===== src/hw/wb_regs_pkg.sv =====
package wb_regs_pkg;

    // Bus widths, word addressed
    localparam int WB_AW = 4;
    localparam int WB_DW = 32;

    // Register map
    localparam logic [WB_AW-1:0] ADDR_CTRL   = 4'h0;
    localparam logic [WB_AW-1:0] ADDR_PERIOD = 4'h1;
    localparam logic [WB_AW-1:0] ADDR_STATUS = 4'h2;
    localparam logic [WB_AW-1:0] ADDR_DATA   = 4'h3;

    // Field positions
    localparam int CTRL_EN_BIT  = 0;
    localparam int CTRL_CMD_LSB = 8;
    localparam int STAT_OVR_LSB = 8;

    // Period after reset, in clocks
    localparam int PERIOD_RST = 1000;

endpackage


===== src/hw/spi_sampler_pkg.sv =====
package spi_sampler_pkg;

    // Command byte and SPI byte width
    localparam int CMD_W = 8;

    // Assembled sample word, MSB byte first on the wire
    localparam int SAMPLE_W = 16;

    // Sequence tag carried with every sample
    localparam int SEQ_W = 8;

    // Sample period counter width, in clocks
    localparam int PERIOD_W = 16;

    // Overrun counter width, saturating
    localparam int OVR_W = 8;

    // Second byte of a frame, clocked out while the low data byte comes in
    localparam logic [CMD_W-1:0] CMD_FILL = 8'h00;

    // One stored sample, seq in the upper byte
    typedef struct packed {
        logic [SEQ_W-1:0]    seq;
        logic [SAMPLE_W-1:0] data;
    } sample_t;

endpackage

===== src/hw/spi_byte_if.sv =====
`timescale 1ns/1ps

interface spi_byte_if import spi_sampler_pkg::*; ();

    // Request side, from the controller
    logic             tx_dv;
    logic [CMD_W-1:0] tx_byte;
    logic             tx_last;

    // Engine side, back to the controller
    logic             tx_ready;
    logic             rx_dv;
    logic [CMD_W-1:0] rx_byte;

    modport ctrl (
        output tx_dv, tx_byte, tx_last,
        input  tx_ready, rx_dv, rx_byte
    );

    modport master (
        input  tx_dv, tx_byte, tx_last,
        output tx_ready, rx_dv, rx_byte
    );

endinterface


===== src/hw/spi_sampler_top.sv =====
`timescale 1ns/1ps

module spi_sampler_top import spi_sampler_pkg::*, wb_regs_pkg::*; #(
    parameter int CLKS_PER_HALF_BIT = 4,
    parameter int FIFO_DEPTH = 8
) (
    input  logic             clk,
    input  logic             i_arst_n,
    input  logic             i_wb_cyc,
    input  logic             i_wb_stb,
    input  logic             i_wb_we,
    input  logic [WB_AW-1:0] i_wb_adr,
    input  logic [WB_DW-1:0] i_wb_dat,
    output logic [WB_DW-1:0] o_wb_dat,
    output logic             o_wb_ack,
    output logic             o_sclk,
    output logic             o_mosi,
    output logic             o_cs_n,
    input  logic             i_miso
);

    // Register outputs
    logic                        enable;
    logic [PERIOD_W-1:0]         period;
    logic [CMD_W-1:0]            cmd;

    // FIFO wiring
    logic                        push;
    sample_t                     push_data;
    logic                        pop;
    sample_t                     head;
    logic                        fifo_full;
    logic                        fifo_empty;
    logic [$clog2(FIFO_DEPTH):0] level;
    logic [OVR_W-1:0]            overrun_cnt;

    // Byte channel between controller and SPI engine
    spi_byte_if u_byte_if ();

    spi_master #(
        .CLKS_PER_HALF_BIT(CLKS_PER_HALF_BIT)
    ) u_spi_master (
        .clk     (clk),
        .i_arst_n(i_arst_n),
        .bus     (u_byte_if.master),
        .o_sclk  (o_sclk),
        .o_mosi  (o_mosi),
        .o_cs_n  (o_cs_n),
        .i_miso  (i_miso)
    );

    sampler_ctrl u_ctrl (
        .clk          (clk),
        .i_arst_n     (i_arst_n),
        .i_enable     (enable),
        .i_period     (period),
        .i_cmd        (cmd),
        .bus          (u_byte_if.ctrl),
        .i_fifo_full  (fifo_full),
        .o_push       (push),
        .o_push_data  (push_data),
        .o_overrun_cnt(overrun_cnt)
    );

    sample_fifo #(
        .payload_t (sample_t),
        .FIFO_DEPTH(FIFO_DEPTH)
    ) u_fifo (
        .clk        (clk),
        .i_arst_n   (i_arst_n),
        .i_push     (push),
        .i_push_data(push_data),
        .i_pop      (pop),
        .o_head     (head),
        .o_full     (fifo_full),
        .o_empty    (fifo_empty),
        .o_level    (level)
    );

    wb_regs #(
        .FIFO_DEPTH(FIFO_DEPTH)
    ) u_regs (
        .clk          (clk),
        .i_arst_n     (i_arst_n),
        .i_wb_cyc     (i_wb_cyc),
        .i_wb_stb     (i_wb_stb),
        .i_wb_we      (i_wb_we),
        .i_wb_adr     (i_wb_adr),
        .i_wb_dat     (i_wb_dat),
        .o_wb_dat     (o_wb_dat),
        .o_wb_ack     (o_wb_ack),
        .o_enable     (enable),
        .o_period     (period),
        .o_cmd        (cmd),
        .i_level      (level),
        .i_overrun_cnt(overrun_cnt),
        .i_fifo_empty (fifo_empty),
        .i_head       (head),
        .o_pop        (pop)
    );

endmodule


===== src/hw/wb_regs.sv =====
`timescale 1ns/1ps

module wb_regs import spi_sampler_pkg::*, wb_regs_pkg::*; #(
    parameter int FIFO_DEPTH = 8
) (
    input  logic                        clk,
    input  logic                        i_arst_n,
    input  logic                        i_wb_cyc,
    input  logic                        i_wb_stb,
    input  logic                        i_wb_we,
    input  logic [WB_AW-1:0]            i_wb_adr,
    input  logic [WB_DW-1:0]            i_wb_dat,
    output logic [WB_DW-1:0]            o_wb_dat,
    output logic                        o_wb_ack,
    output logic                        o_enable,
    output logic [PERIOD_W-1:0]         o_period,
    output logic [CMD_W-1:0]            o_cmd,
    input  logic [$clog2(FIFO_DEPTH):0] i_level,
    input  logic [OVR_W-1:0]            i_overrun_cnt,
    input  logic                        i_fifo_empty,
    input  sample_t                     i_head,
    output logic                        o_pop
);

    logic             req;
    logic [WB_DW-1:0] rd_data;

    // New cycle seen, ack follows on the next clock
    assign req   = i_wb_cyc && i_wb_stb && !o_wb_ack;
    assign o_pop = req && !i_wb_we && (i_wb_adr == ADDR_DATA) && !i_fifo_empty;

    // Read mux
    always_comb begin
        rd_data = '0;
        case (i_wb_adr)
            ADDR_CTRL: begin
                rd_data[CTRL_EN_BIT] = o_enable;
                rd_data[CTRL_CMD_LSB +: CMD_W] = o_cmd;
            end
            ADDR_PERIOD: rd_data[PERIOD_W-1:0] = o_period;
            ADDR_STATUS: begin
                rd_data[7:0] = 8'(i_level);
                rd_data[STAT_OVR_LSB +: OVR_W] = i_overrun_cnt;
            end
            // Empty FIFO reads back zero
            ADDR_DATA: begin
                if (!i_fifo_empty) begin
                    rd_data[$bits(sample_t)-1:0] = i_head;
                end
            end
            default: rd_data = '0;
        endcase
    end

    always_ff @(posedge clk or negedge i_arst_n) begin
        if (!i_arst_n) begin
            o_wb_ack <= 1'b0;
            o_enable <= 1'b0;
            o_cmd    <= '0;
            o_period <= PERIOD_W'(PERIOD_RST);
        end else begin
            o_wb_ack <= req;
            if (req && i_wb_we) begin
                if (i_wb_adr == ADDR_CTRL) begin
                    o_enable <= i_wb_dat[CTRL_EN_BIT];
                    o_cmd    <= i_wb_dat[CTRL_CMD_LSB +: CMD_W];
                end
                if (i_wb_adr == ADDR_PERIOD) begin
                    o_period <= i_wb_dat[PERIOD_W-1:0];
                end
            end
        end
    end

    // Read data lands together with ack
    always_ff @(posedge clk) begin
        if (req) begin
            o_wb_dat <= rd_data;
        end
    end

endmodule


===== src/hw/sampler_ctrl.sv =====
`timescale 1ns/1ps

module sampler_ctrl import spi_sampler_pkg::*; (
    input  logic                clk,
    input  logic                i_arst_n,
    input  logic                i_enable,
    input  logic [PERIOD_W-1:0] i_period,
    input  logic [CMD_W-1:0]    i_cmd,
    spi_byte_if.ctrl            bus,
    input  logic                i_fifo_full,
    output logic                o_push,
    output sample_t             o_push_data,
    output logic [OVR_W-1:0]    o_overrun_cnt
);

    typedef enum logic [2:0] {IDLE, WAIT_PERIOD, BYTE_HI, BYTE_LO, STORE} state_t;

    state_t              state;
    logic [PERIOD_W-1:0] wait_cnt;
    logic [PERIOD_W:0]   wait_nxt;
    logic                frame_start;
    logic                tx_dv_q;
    logic [CMD_W-1:0]    tx_byte_q;
    logic                tx_last_q;
    logic [SAMPLE_W-1:0] word;
    logic [SEQ_W-1:0]    seq;

    // Period elapses after i_period clocks in WAIT_PERIOD
    assign wait_nxt    = {1'b0, wait_cnt} + 1'b1;
    assign frame_start = (state == WAIT_PERIOD) && i_enable && (wait_nxt >= {1'b0, i_period});

    assign bus.tx_dv   = tx_dv_q;
    assign bus.tx_byte = tx_byte_q;
    assign bus.tx_last = tx_last_q;

    // Dropped when full, the seq still moves on
    assign o_push      = (state == STORE) && !i_fifo_full;
    assign o_push_data = '{seq: seq, data: word};

    always_ff @(posedge clk or negedge i_arst_n) begin
        if (!i_arst_n) begin
            state         <= IDLE;
            wait_cnt      <= '0;
            tx_dv_q       <= 1'b0;
            seq           <= '0;
            o_overrun_cnt <= '0;
        end else begin
            // Request drops once the engine takes it
            if (tx_dv_q && bus.tx_ready) begin
                tx_dv_q <= 1'b0;
            end
            case (state)
                IDLE: begin
                    wait_cnt <= '0;
                    if (i_enable) begin
                        state <= WAIT_PERIOD;
                    end
                end
                WAIT_PERIOD: begin
                    wait_cnt <= wait_nxt[PERIOD_W-1:0];
                    if (!i_enable) begin
                        state <= IDLE;
                    end else if (frame_start) begin
                        tx_dv_q <= 1'b1;
                        state   <= BYTE_HI;
                    end
                end
                BYTE_HI: begin
                    // Command byte done, send the fill byte
                    if (bus.rx_dv) begin
                        tx_dv_q <= 1'b1;
                        state   <= BYTE_LO;
                    end
                end
                BYTE_LO: begin
                    if (bus.rx_dv) begin
                        state <= STORE;
                    end
                end
                STORE: begin
                    seq      <= seq + 1'b1;
                    wait_cnt <= '0;
                    if (i_fifo_full && o_overrun_cnt != '1) begin
                        o_overrun_cnt <= o_overrun_cnt + 1'b1;
                    end
                    // Disable only honored here, between frames
                    state <= i_enable ? WAIT_PERIOD : IDLE;
                end
                default: state <= IDLE;
            endcase
        end
    end

    // Byte requests and sample assembly, MSB byte first
    always_ff @(posedge clk) begin
        if (frame_start) begin
            tx_byte_q <= i_cmd;
            tx_last_q <= 1'b0;
        end else if (state == BYTE_HI && bus.rx_dv) begin
            tx_byte_q <= CMD_FILL;
            tx_last_q <= 1'b1;
        end
        if (state == BYTE_HI && bus.rx_dv) begin
            word[SAMPLE_W-1:CMD_W] <= bus.rx_byte;
        end
        if (state == BYTE_LO && bus.rx_dv) begin
            word[CMD_W-1:0] <= bus.rx_byte;
        end
    end

endmodule


===== src/hw/sample_fifo.sv =====
`timescale 1ns/1ps

module sample_fifo #(
    parameter type payload_t = logic [7:0],
    parameter int  FIFO_DEPTH = 8
) (
    input  logic                        clk,
    input  logic                        i_arst_n,
    input  logic                        i_push,
    input  payload_t                    i_push_data,
    input  logic                        i_pop,
    output payload_t                    o_head,
    output logic                        o_full,
    output logic                        o_empty,
    output logic [$clog2(FIFO_DEPTH):0] o_level
);

    localparam int AW = $clog2(FIFO_DEPTH);

    payload_t      mem [FIFO_DEPTH];
    logic [AW:0]   wr_ptr;
    logic [AW:0]   rd_ptr;
    logic          do_push;
    logic          do_pop;

    // Extra MSB on the pointers tells full from empty
    assign o_empty = (wr_ptr == rd_ptr);
    assign o_full  = (wr_ptr[AW] != rd_ptr[AW]) && (wr_ptr[AW-1:0] == rd_ptr[AW-1:0]);
    assign o_level = wr_ptr - rd_ptr;

    // Out-of-range requests are ignored
    assign do_push = i_push && !o_full;
    assign do_pop  = i_pop && !o_empty;

    // Head word shows without a pop
    assign o_head = mem[rd_ptr[AW-1:0]];

    always_ff @(posedge clk or negedge i_arst_n) begin
        if (!i_arst_n) begin
            wr_ptr <= '0;
            rd_ptr <= '0;
        end else begin
            if (do_push) begin
                wr_ptr <= wr_ptr + 1'b1;
            end
            if (do_pop) begin
                rd_ptr <= rd_ptr + 1'b1;
            end
        end
    end

    // Storage array
    always_ff @(posedge clk) begin
        if (do_push) begin
            mem[wr_ptr[AW-1:0]] <= i_push_data;
        end
    end

endmodule


===== src/hw/spi_master.sv =====
`timescale 1ns/1ps

module spi_master import spi_sampler_pkg::*; #(
    parameter int CLKS_PER_HALF_BIT = 4
) (
    input  logic       clk,
    input  logic       i_arst_n,
    spi_byte_if.master bus,
    output logic       o_sclk,
    output logic       o_mosi,
    output logic       o_cs_n,
    input  logic       i_miso
);

    localparam int HALF_W = $clog2(CLKS_PER_HALF_BIT) + 1;
    localparam int EDGES = 2 * CMD_W;
    localparam int EDGE_W = $clog2(EDGES);
    localparam logic [HALF_W-1:0] HALF_LAST = HALF_W'(CLKS_PER_HALF_BIT - 1);
    localparam logic [EDGE_W-1:0] EDGE_LAST = EDGE_W'(EDGES - 1);

    typedef enum logic [1:0] {ST_IDLE, ST_XFER, ST_DONE, ST_HOLD} state_t;

    state_t           state;
    logic [HALF_W-1:0] half_cnt;
    logic [EDGE_W-1:0] edge_cnt;
    logic [CMD_W-1:0]  tx_shift;
    logic [CMD_W-1:0]  rx_shift;
    logic [CMD_W-1:0]  rx_byte_q;
    logic              last_q;
    logic              tx_ready_q;
    logic              rx_dv_q;
    logic              half_end;
    logic              accept;

    // End of one half SCLK period
    assign half_end = (half_cnt == HALF_LAST);
    assign accept   = (state == ST_IDLE) && bus.tx_dv && tx_ready_q;

    assign bus.tx_ready = tx_ready_q;
    assign bus.rx_dv    = rx_dv_q;
    assign bus.rx_byte  = rx_byte_q;

    always_ff @(posedge clk or negedge i_arst_n) begin
        if (!i_arst_n) begin
            state      <= ST_IDLE;
            half_cnt   <= '0;
            edge_cnt   <= '0;
            o_sclk     <= 1'b0;
            o_mosi     <= 1'b0;
            o_cs_n     <= 1'b1;
            tx_ready_q <= 1'b1;
            rx_dv_q    <= 1'b0;
        end else begin
            rx_dv_q <= 1'b0;
            case (state)
                ST_IDLE: begin
                    // MSB is on MOSI before the first rising edge
                    if (accept) begin
                        tx_ready_q <= 1'b0;
                        o_cs_n     <= 1'b0;
                        o_mosi     <= bus.tx_byte[CMD_W-1];
                        half_cnt   <= '0;
                        edge_cnt   <= '0;
                        state      <= ST_XFER;
                    end
                end
                ST_XFER: begin
                    half_cnt <= half_end ? '0 : half_cnt + 1'b1;
                    if (half_end) begin
                        o_sclk   <= ~o_sclk;
                        edge_cnt <= edge_cnt + 1'b1;
                        // Falling edge shifts the next bit out
                        if (o_sclk) begin
                            o_mosi <= tx_shift[CMD_W-2];
                        end
                        if (edge_cnt == EDGE_LAST) begin
                            state <= ST_DONE;
                        end
                    end
                end
                ST_DONE: begin
                    rx_dv_q  <= 1'b1;
                    half_cnt <= '0;
                    if (last_q) begin
                        state <= ST_HOLD;
                    end else begin
                        // CS stays low between bytes of one frame
                        tx_ready_q <= 1'b1;
                        state      <= ST_IDLE;
                    end
                end
                ST_HOLD: begin
                    // Half bit of CS hold after the last SCLK edge
                    half_cnt <= half_cnt + 1'b1;
                    if (half_end) begin
                        o_cs_n     <= 1'b1;
                        o_mosi     <= 1'b0;
                        tx_ready_q <= 1'b1;
                        state      <= ST_IDLE;
                    end
                end
                default: state <= ST_IDLE;
            endcase
        end
    end

    // Shift registers and captured byte
    always_ff @(posedge clk) begin
        if (accept) begin
            tx_shift <= bus.tx_byte;
            last_q   <= bus.tx_last;
        end else if (state == ST_XFER && half_end && o_sclk) begin
            tx_shift <= {tx_shift[CMD_W-2:0], 1'b0};
        end
        // MISO sampled as SCLK rises
        if (state == ST_XFER && half_end && !o_sclk) begin
            rx_shift <= {rx_shift[CMD_W-2:0], i_miso};
        end
        if (state == ST_DONE) begin
            rx_byte_q <= rx_shift;
        end
    end

endmodule


===== config.mk =====
export PLATFORM = sky130hd
export DESIGN_NAME = spi_sampler_top
export DESIGN_NICKNAME = d
export VERILOG_FILES = /design/src/hw/wb_regs_pkg.sv /design/src/hw/spi_sampler_pkg.sv /design/src/hw/spi_byte_if.sv /design/src/hw/spi_sampler_top.sv /design/src/hw/wb_regs.sv /design/src/hw/sampler_ctrl.sv /design/src/hw/sample_fifo.sv /design/src/hw/spi_master.sv
export SDC_FILE = /design/constraint.sdc
export NUM_CORES = 1
export LEC_CHECK = 0
export BUFFER_PORTS_ARGS = -buffer_cell sky130_fd_sc_hd__buf_2
export CORE_ASPECT_RATIO = 0.8
export CORE_MARGIN = 1
export CORE_UTILIZATION = 35
export CTS_BUF_LIST = sky130_fd_sc_hd__clkbuf_16
export CTS_CLUSTER_DIAMETER = 150
export DETAILED_ROUTE_END_ITERATION = 12
export GPL_TIMING_DRIVEN = 0
export PLACE_DENSITY = 0.56
export SLEW_MARGIN = 10
export SYNTH_ARGS = -nofsm -noshare
export SYNTH_HDL_FRONTEND = slang
export SYNTH_SLANG_ARGS = --single-unit

===== constraint.sdc =====
create_clock -name clk -period 5.9 [get_ports clk]
set_input_delay 0.885 -clock clk [delete_from_list [all_inputs] [get_ports clk]]
set_output_delay 0.885 -clock clk [all_outputs]
set_load 0.01 [all_outputs]

==> impl_metrics.tcl <==
set metrics [dict create \
    seqPwrFrac_pct 50.3 \
    p_int_uw 4070 \
    drt_pass1_iterations 5 \
    cp-end-kind "register" \
    worstHoldPathType "input pin to asynchronous set/reset pin" \
    hold_buffers 0 \
    dr_wl_met2_um 13900 \
    yosysSeqAreaShare_pct 70.0 \
    wl_per_cell_um 21.0 \
    antenna_found_initial 0 \
    slowest_delay_ns 0.46 \
    maxSlewViolCount 0 \
    synth_top_area_cell "edfxtp_1" \
    maxSlewHeadroom_pct 22.1 \
    max_cap_violations 0 \
    synth-edff-count 264 \
    peakVddDrop_mv 0.187 \
    clkLatencyLatePin_ns 0.53 \
    holdWs_ns 0.287 \
    tns_ns 0 \
    setup_violations 0 \
    cts-root-buf "clkbuf_16" \
    final_hold_viol_count 0 \
    routed_via_density 5.03 \
    slowest_stage "nor3_2" \
    path_class "register to register" \
    drc 0 \
    p_clk_share_pct 38.8 \
    overflow 0 \
    globalplace.congestion 0.821 \
    required_ns 6.12 \
    grt_pass1_vias 7735 \
    layout.area.seq_sq_um 10100 \
    synth.most_common_cell "edfxtp_1" \
    synth_cell_types 65 \
    die_width_um 229 \
    cp_common_cell "buf_2" \
    timing.final.ws_setup_ns 1.89 \
    r2r_slack_ns 1.89 \
    syn_to_final_growth_pct 16.1 \
    ant_nets 0 \
    crit_path_max_fanout 10 \
    post_cts_buffers 0 \
    clock-sinks 349 \
    path_clk_slew_ns 0.07 \
    cts_tree "yes" \
    yosysWarnings 0 \
    drt_wl_total_um 32500 \
    rows 65 \
    dieArea_sq_um 41900 \
    period_share_pct 67.9 \
    pin_count 78 \
    skew_ns 0.0242 \
    synth.cell_area_sq_um 14400 \
    combPwrFrac_pct 10.9 \
    ys_top_cells_by_area "edfxtp_1, dfrtp_1, mux4_2" \
    coreArea_sq_um 39900 \
    hpwlAfterDp_um 22300 \
    utilization_pct 41.8 \
    synthArstFlopShare_pct 24.1 \
    cts_resized 0 \
    fmax_mhz 250 \
    wl_met1_um 16600 \
    tightest_slew_ns 1.16 \
    p_leak_uw 0.00604 \
    grt_max_degree 58 \
    dp_cells 1486 \
    rsz0062_at_grt "false" \
    cts_buffer_depth 3 \
    pre_cts_slack_ns 1.92 \
    start_kind "register" \
    ys_seq_elements 349 \
    start_util_pct 36.0 \
    wl_met3_um 1510 \
    drive_gt1_share_pct 22.5 \
    vias 7774 \
    cellPowerDensity_nw_per_um2 322 \
    power_switching_uw 1300 \
    p_sw_share_pct 24.2 \
    drtIter0Drc 612 \
    post-route-min-period_ns 4.01 \
    synth_common_cells "edfxtp_1, dfrtp_1, nand2_1, mux4_2, o21ai_0" \
    yosysTopAreaCellShare_pct 55.2 \
    ctsHtreeMaxLevel 2 \
    fin_cells 1546 \
    grt_first_pass_wirelength_um 49600 \
    die_h_um 183 \
    syn_inst 877 \
    fillers 3591 \
    worstPathArrival_ns 4.23 \
    grt_usage_pct 15.8 \
    dr.max_layer_used "met4" \
    nets 1058 \
    ys.flop_type "edfxtp_1" \
    avgSynthCellArea_sq_um 16.4 \
    cts_buffers 35 \
    multi_input_area_sq_um 4050 \
    status "complete, no violations" \
    port_buffers 53 \
    reg2reg_depth 13 \
    crit_chain "clkbuf_1 > buf_2 > buf_2 > inv_1 > ha_1 > nand3_1 > and2b_1 > nor2b_1 > buf_2 > nand2_1 > nor3_2 > buf_6 > buf_4" \
    antenna_cells 0 \
]
-- through the flow --
| stage | total power (uW) | instance area [sq um] |
|---|---|---|
| after global routing | 5580 | 16700 |
| after detailed placement | 3340 | 15600 |
| after global placement | 3330 | 15300 |
| after floorplan | 3140 | 14400 |
| final | 5370 | 16700 |
| after CTS | 5430 | 16700 |
-- final timing paths --
| kind | from | end |
|---|---|---|
| worst max-delay path | u_fifo.rd_ptr[1]$_DFFE_PN0P_ | u_fifo.mem[1][5]$_DFFE_PP_ |
| worst min-delay path | i_arst_n | u_spi_master.half_cnt[1]$_DFFE_PN0N_ |
| worst max register to register | u_fifo.rd_ptr[1]$_DFFE_PN0P_ | u_fifo.mem[1][5]$_DFFE_PP_ |
| worst min register to register | u_spi_master.rx_shift[7]$_DFFE_PP_ | u_spi_master.bus.rx_byte[7]$_DFFE_PP_ |
| max in group asynchronous | i_arst_n | u_regs.o_period[3]$_DFFE_PN1P_ |
| min in group clk | u_spi_master.rx_shift[7]$_DFFE_PP_ | u_spi_master.bus.rx_byte[7]$_DFFE_PP_ |
-- layer usage --
layer	up-vias	GRT usage (%)
met4	0	3.30
li1	3556	-
met1	4014	24.9
met5	-	0
met2	170	22.7
met3	34	2.69
-- layout by cell type (no fill, tap or decap), types with 12 or more instances in the layout --
master,count
mux2_1,19
buf_4,16
nand4_1,15
xnor2_1,25
mux2i_1,15
nor2_1,25
o21ai_0,37
xor2_1,14
clkbuf_1,16
nand3_1,12
a21oi_1,28
dfrtp_1,76
inv_1,39
nand2_1,71
clkbuf_16,35
a22o_1,17
edfxtp_1,264
buf_2,63
ha_1,28
mux4_2,48
mux2_2,13
-- cells by family after synthesis --
group	Yosys count	share of synthesized area (%)
xor gates and xnor gates	40	2.49
and+or+nand+nor	179	6.42
muxes	95	11.1
buffers and inverters	72	2.32
adders and majority gates	29	2.58
DFF	349	70.0
AOI/OAI and AO/OA	112	5.06
other	1	0.0261
-- power groups by stage --
stage	sequential, uW	combinational [uW]	clock [uW]
4_1_cts	2700	590	2140
3_3_place_gp	2760	576	0
2_1_floorplan	2740	393	0
5_1_grt	2710	641	2230
3_5_place_dp	2750	586	0
6_report	2710	584	2080
-- area by class of cell --
cell class                 instances  area share, %
inverter                          29          0.653
tap                              536           4.02
timing repair buffer              66           3.03
clock inverter                    25           1.06
clock buffer                      35           5.25
sequential                       349           60.3
multi-input combinational        463           24.3
buffer                            43           1.34
-- flip-flops by register name (all words and copies together) (netlist names), 2 cells and up --
| name | count |
|---|---|
| u_spi_master.bus.rx_byte | 8 |
| u_ctrl.o_overrun_cnt | 8 |
| u_regs.o_period | 16 |
| u_ctrl.word | 16 |
| u_ctrl.state | 3 |
| u_spi_master.state | 2 |
| u_ctrl.wait_cnt | 16 |
| u_ctrl.seq | 8 |
| u_fifo.rd_ptr | 4 |
| u_regs.o_wb_dat | 24 |
| u_spi_master.half_cnt | 3 |
| u_ctrl.bus.tx_byte | 8 |
| u_spi_master.tx_shift | 7 |
| u_spi_master.edge_cnt | 4 |
| u_regs.o_cmd | 8 |
| u_fifo.wr_ptr | 4 |
| u_spi_master.rx_shift | 8 |
| u_fifo.mem | 192 |
-- critical path, delay by kind of cell (launching register included) --
kind	cells	cell delay, ns
AND/OR/NAND/NOR	5	1.19
adder cells (fa/ha/maj)	1	0.32
buffers and inverters	7	1.75
flip-flops	1	0.40
Power figures use the tool's default switching activity.
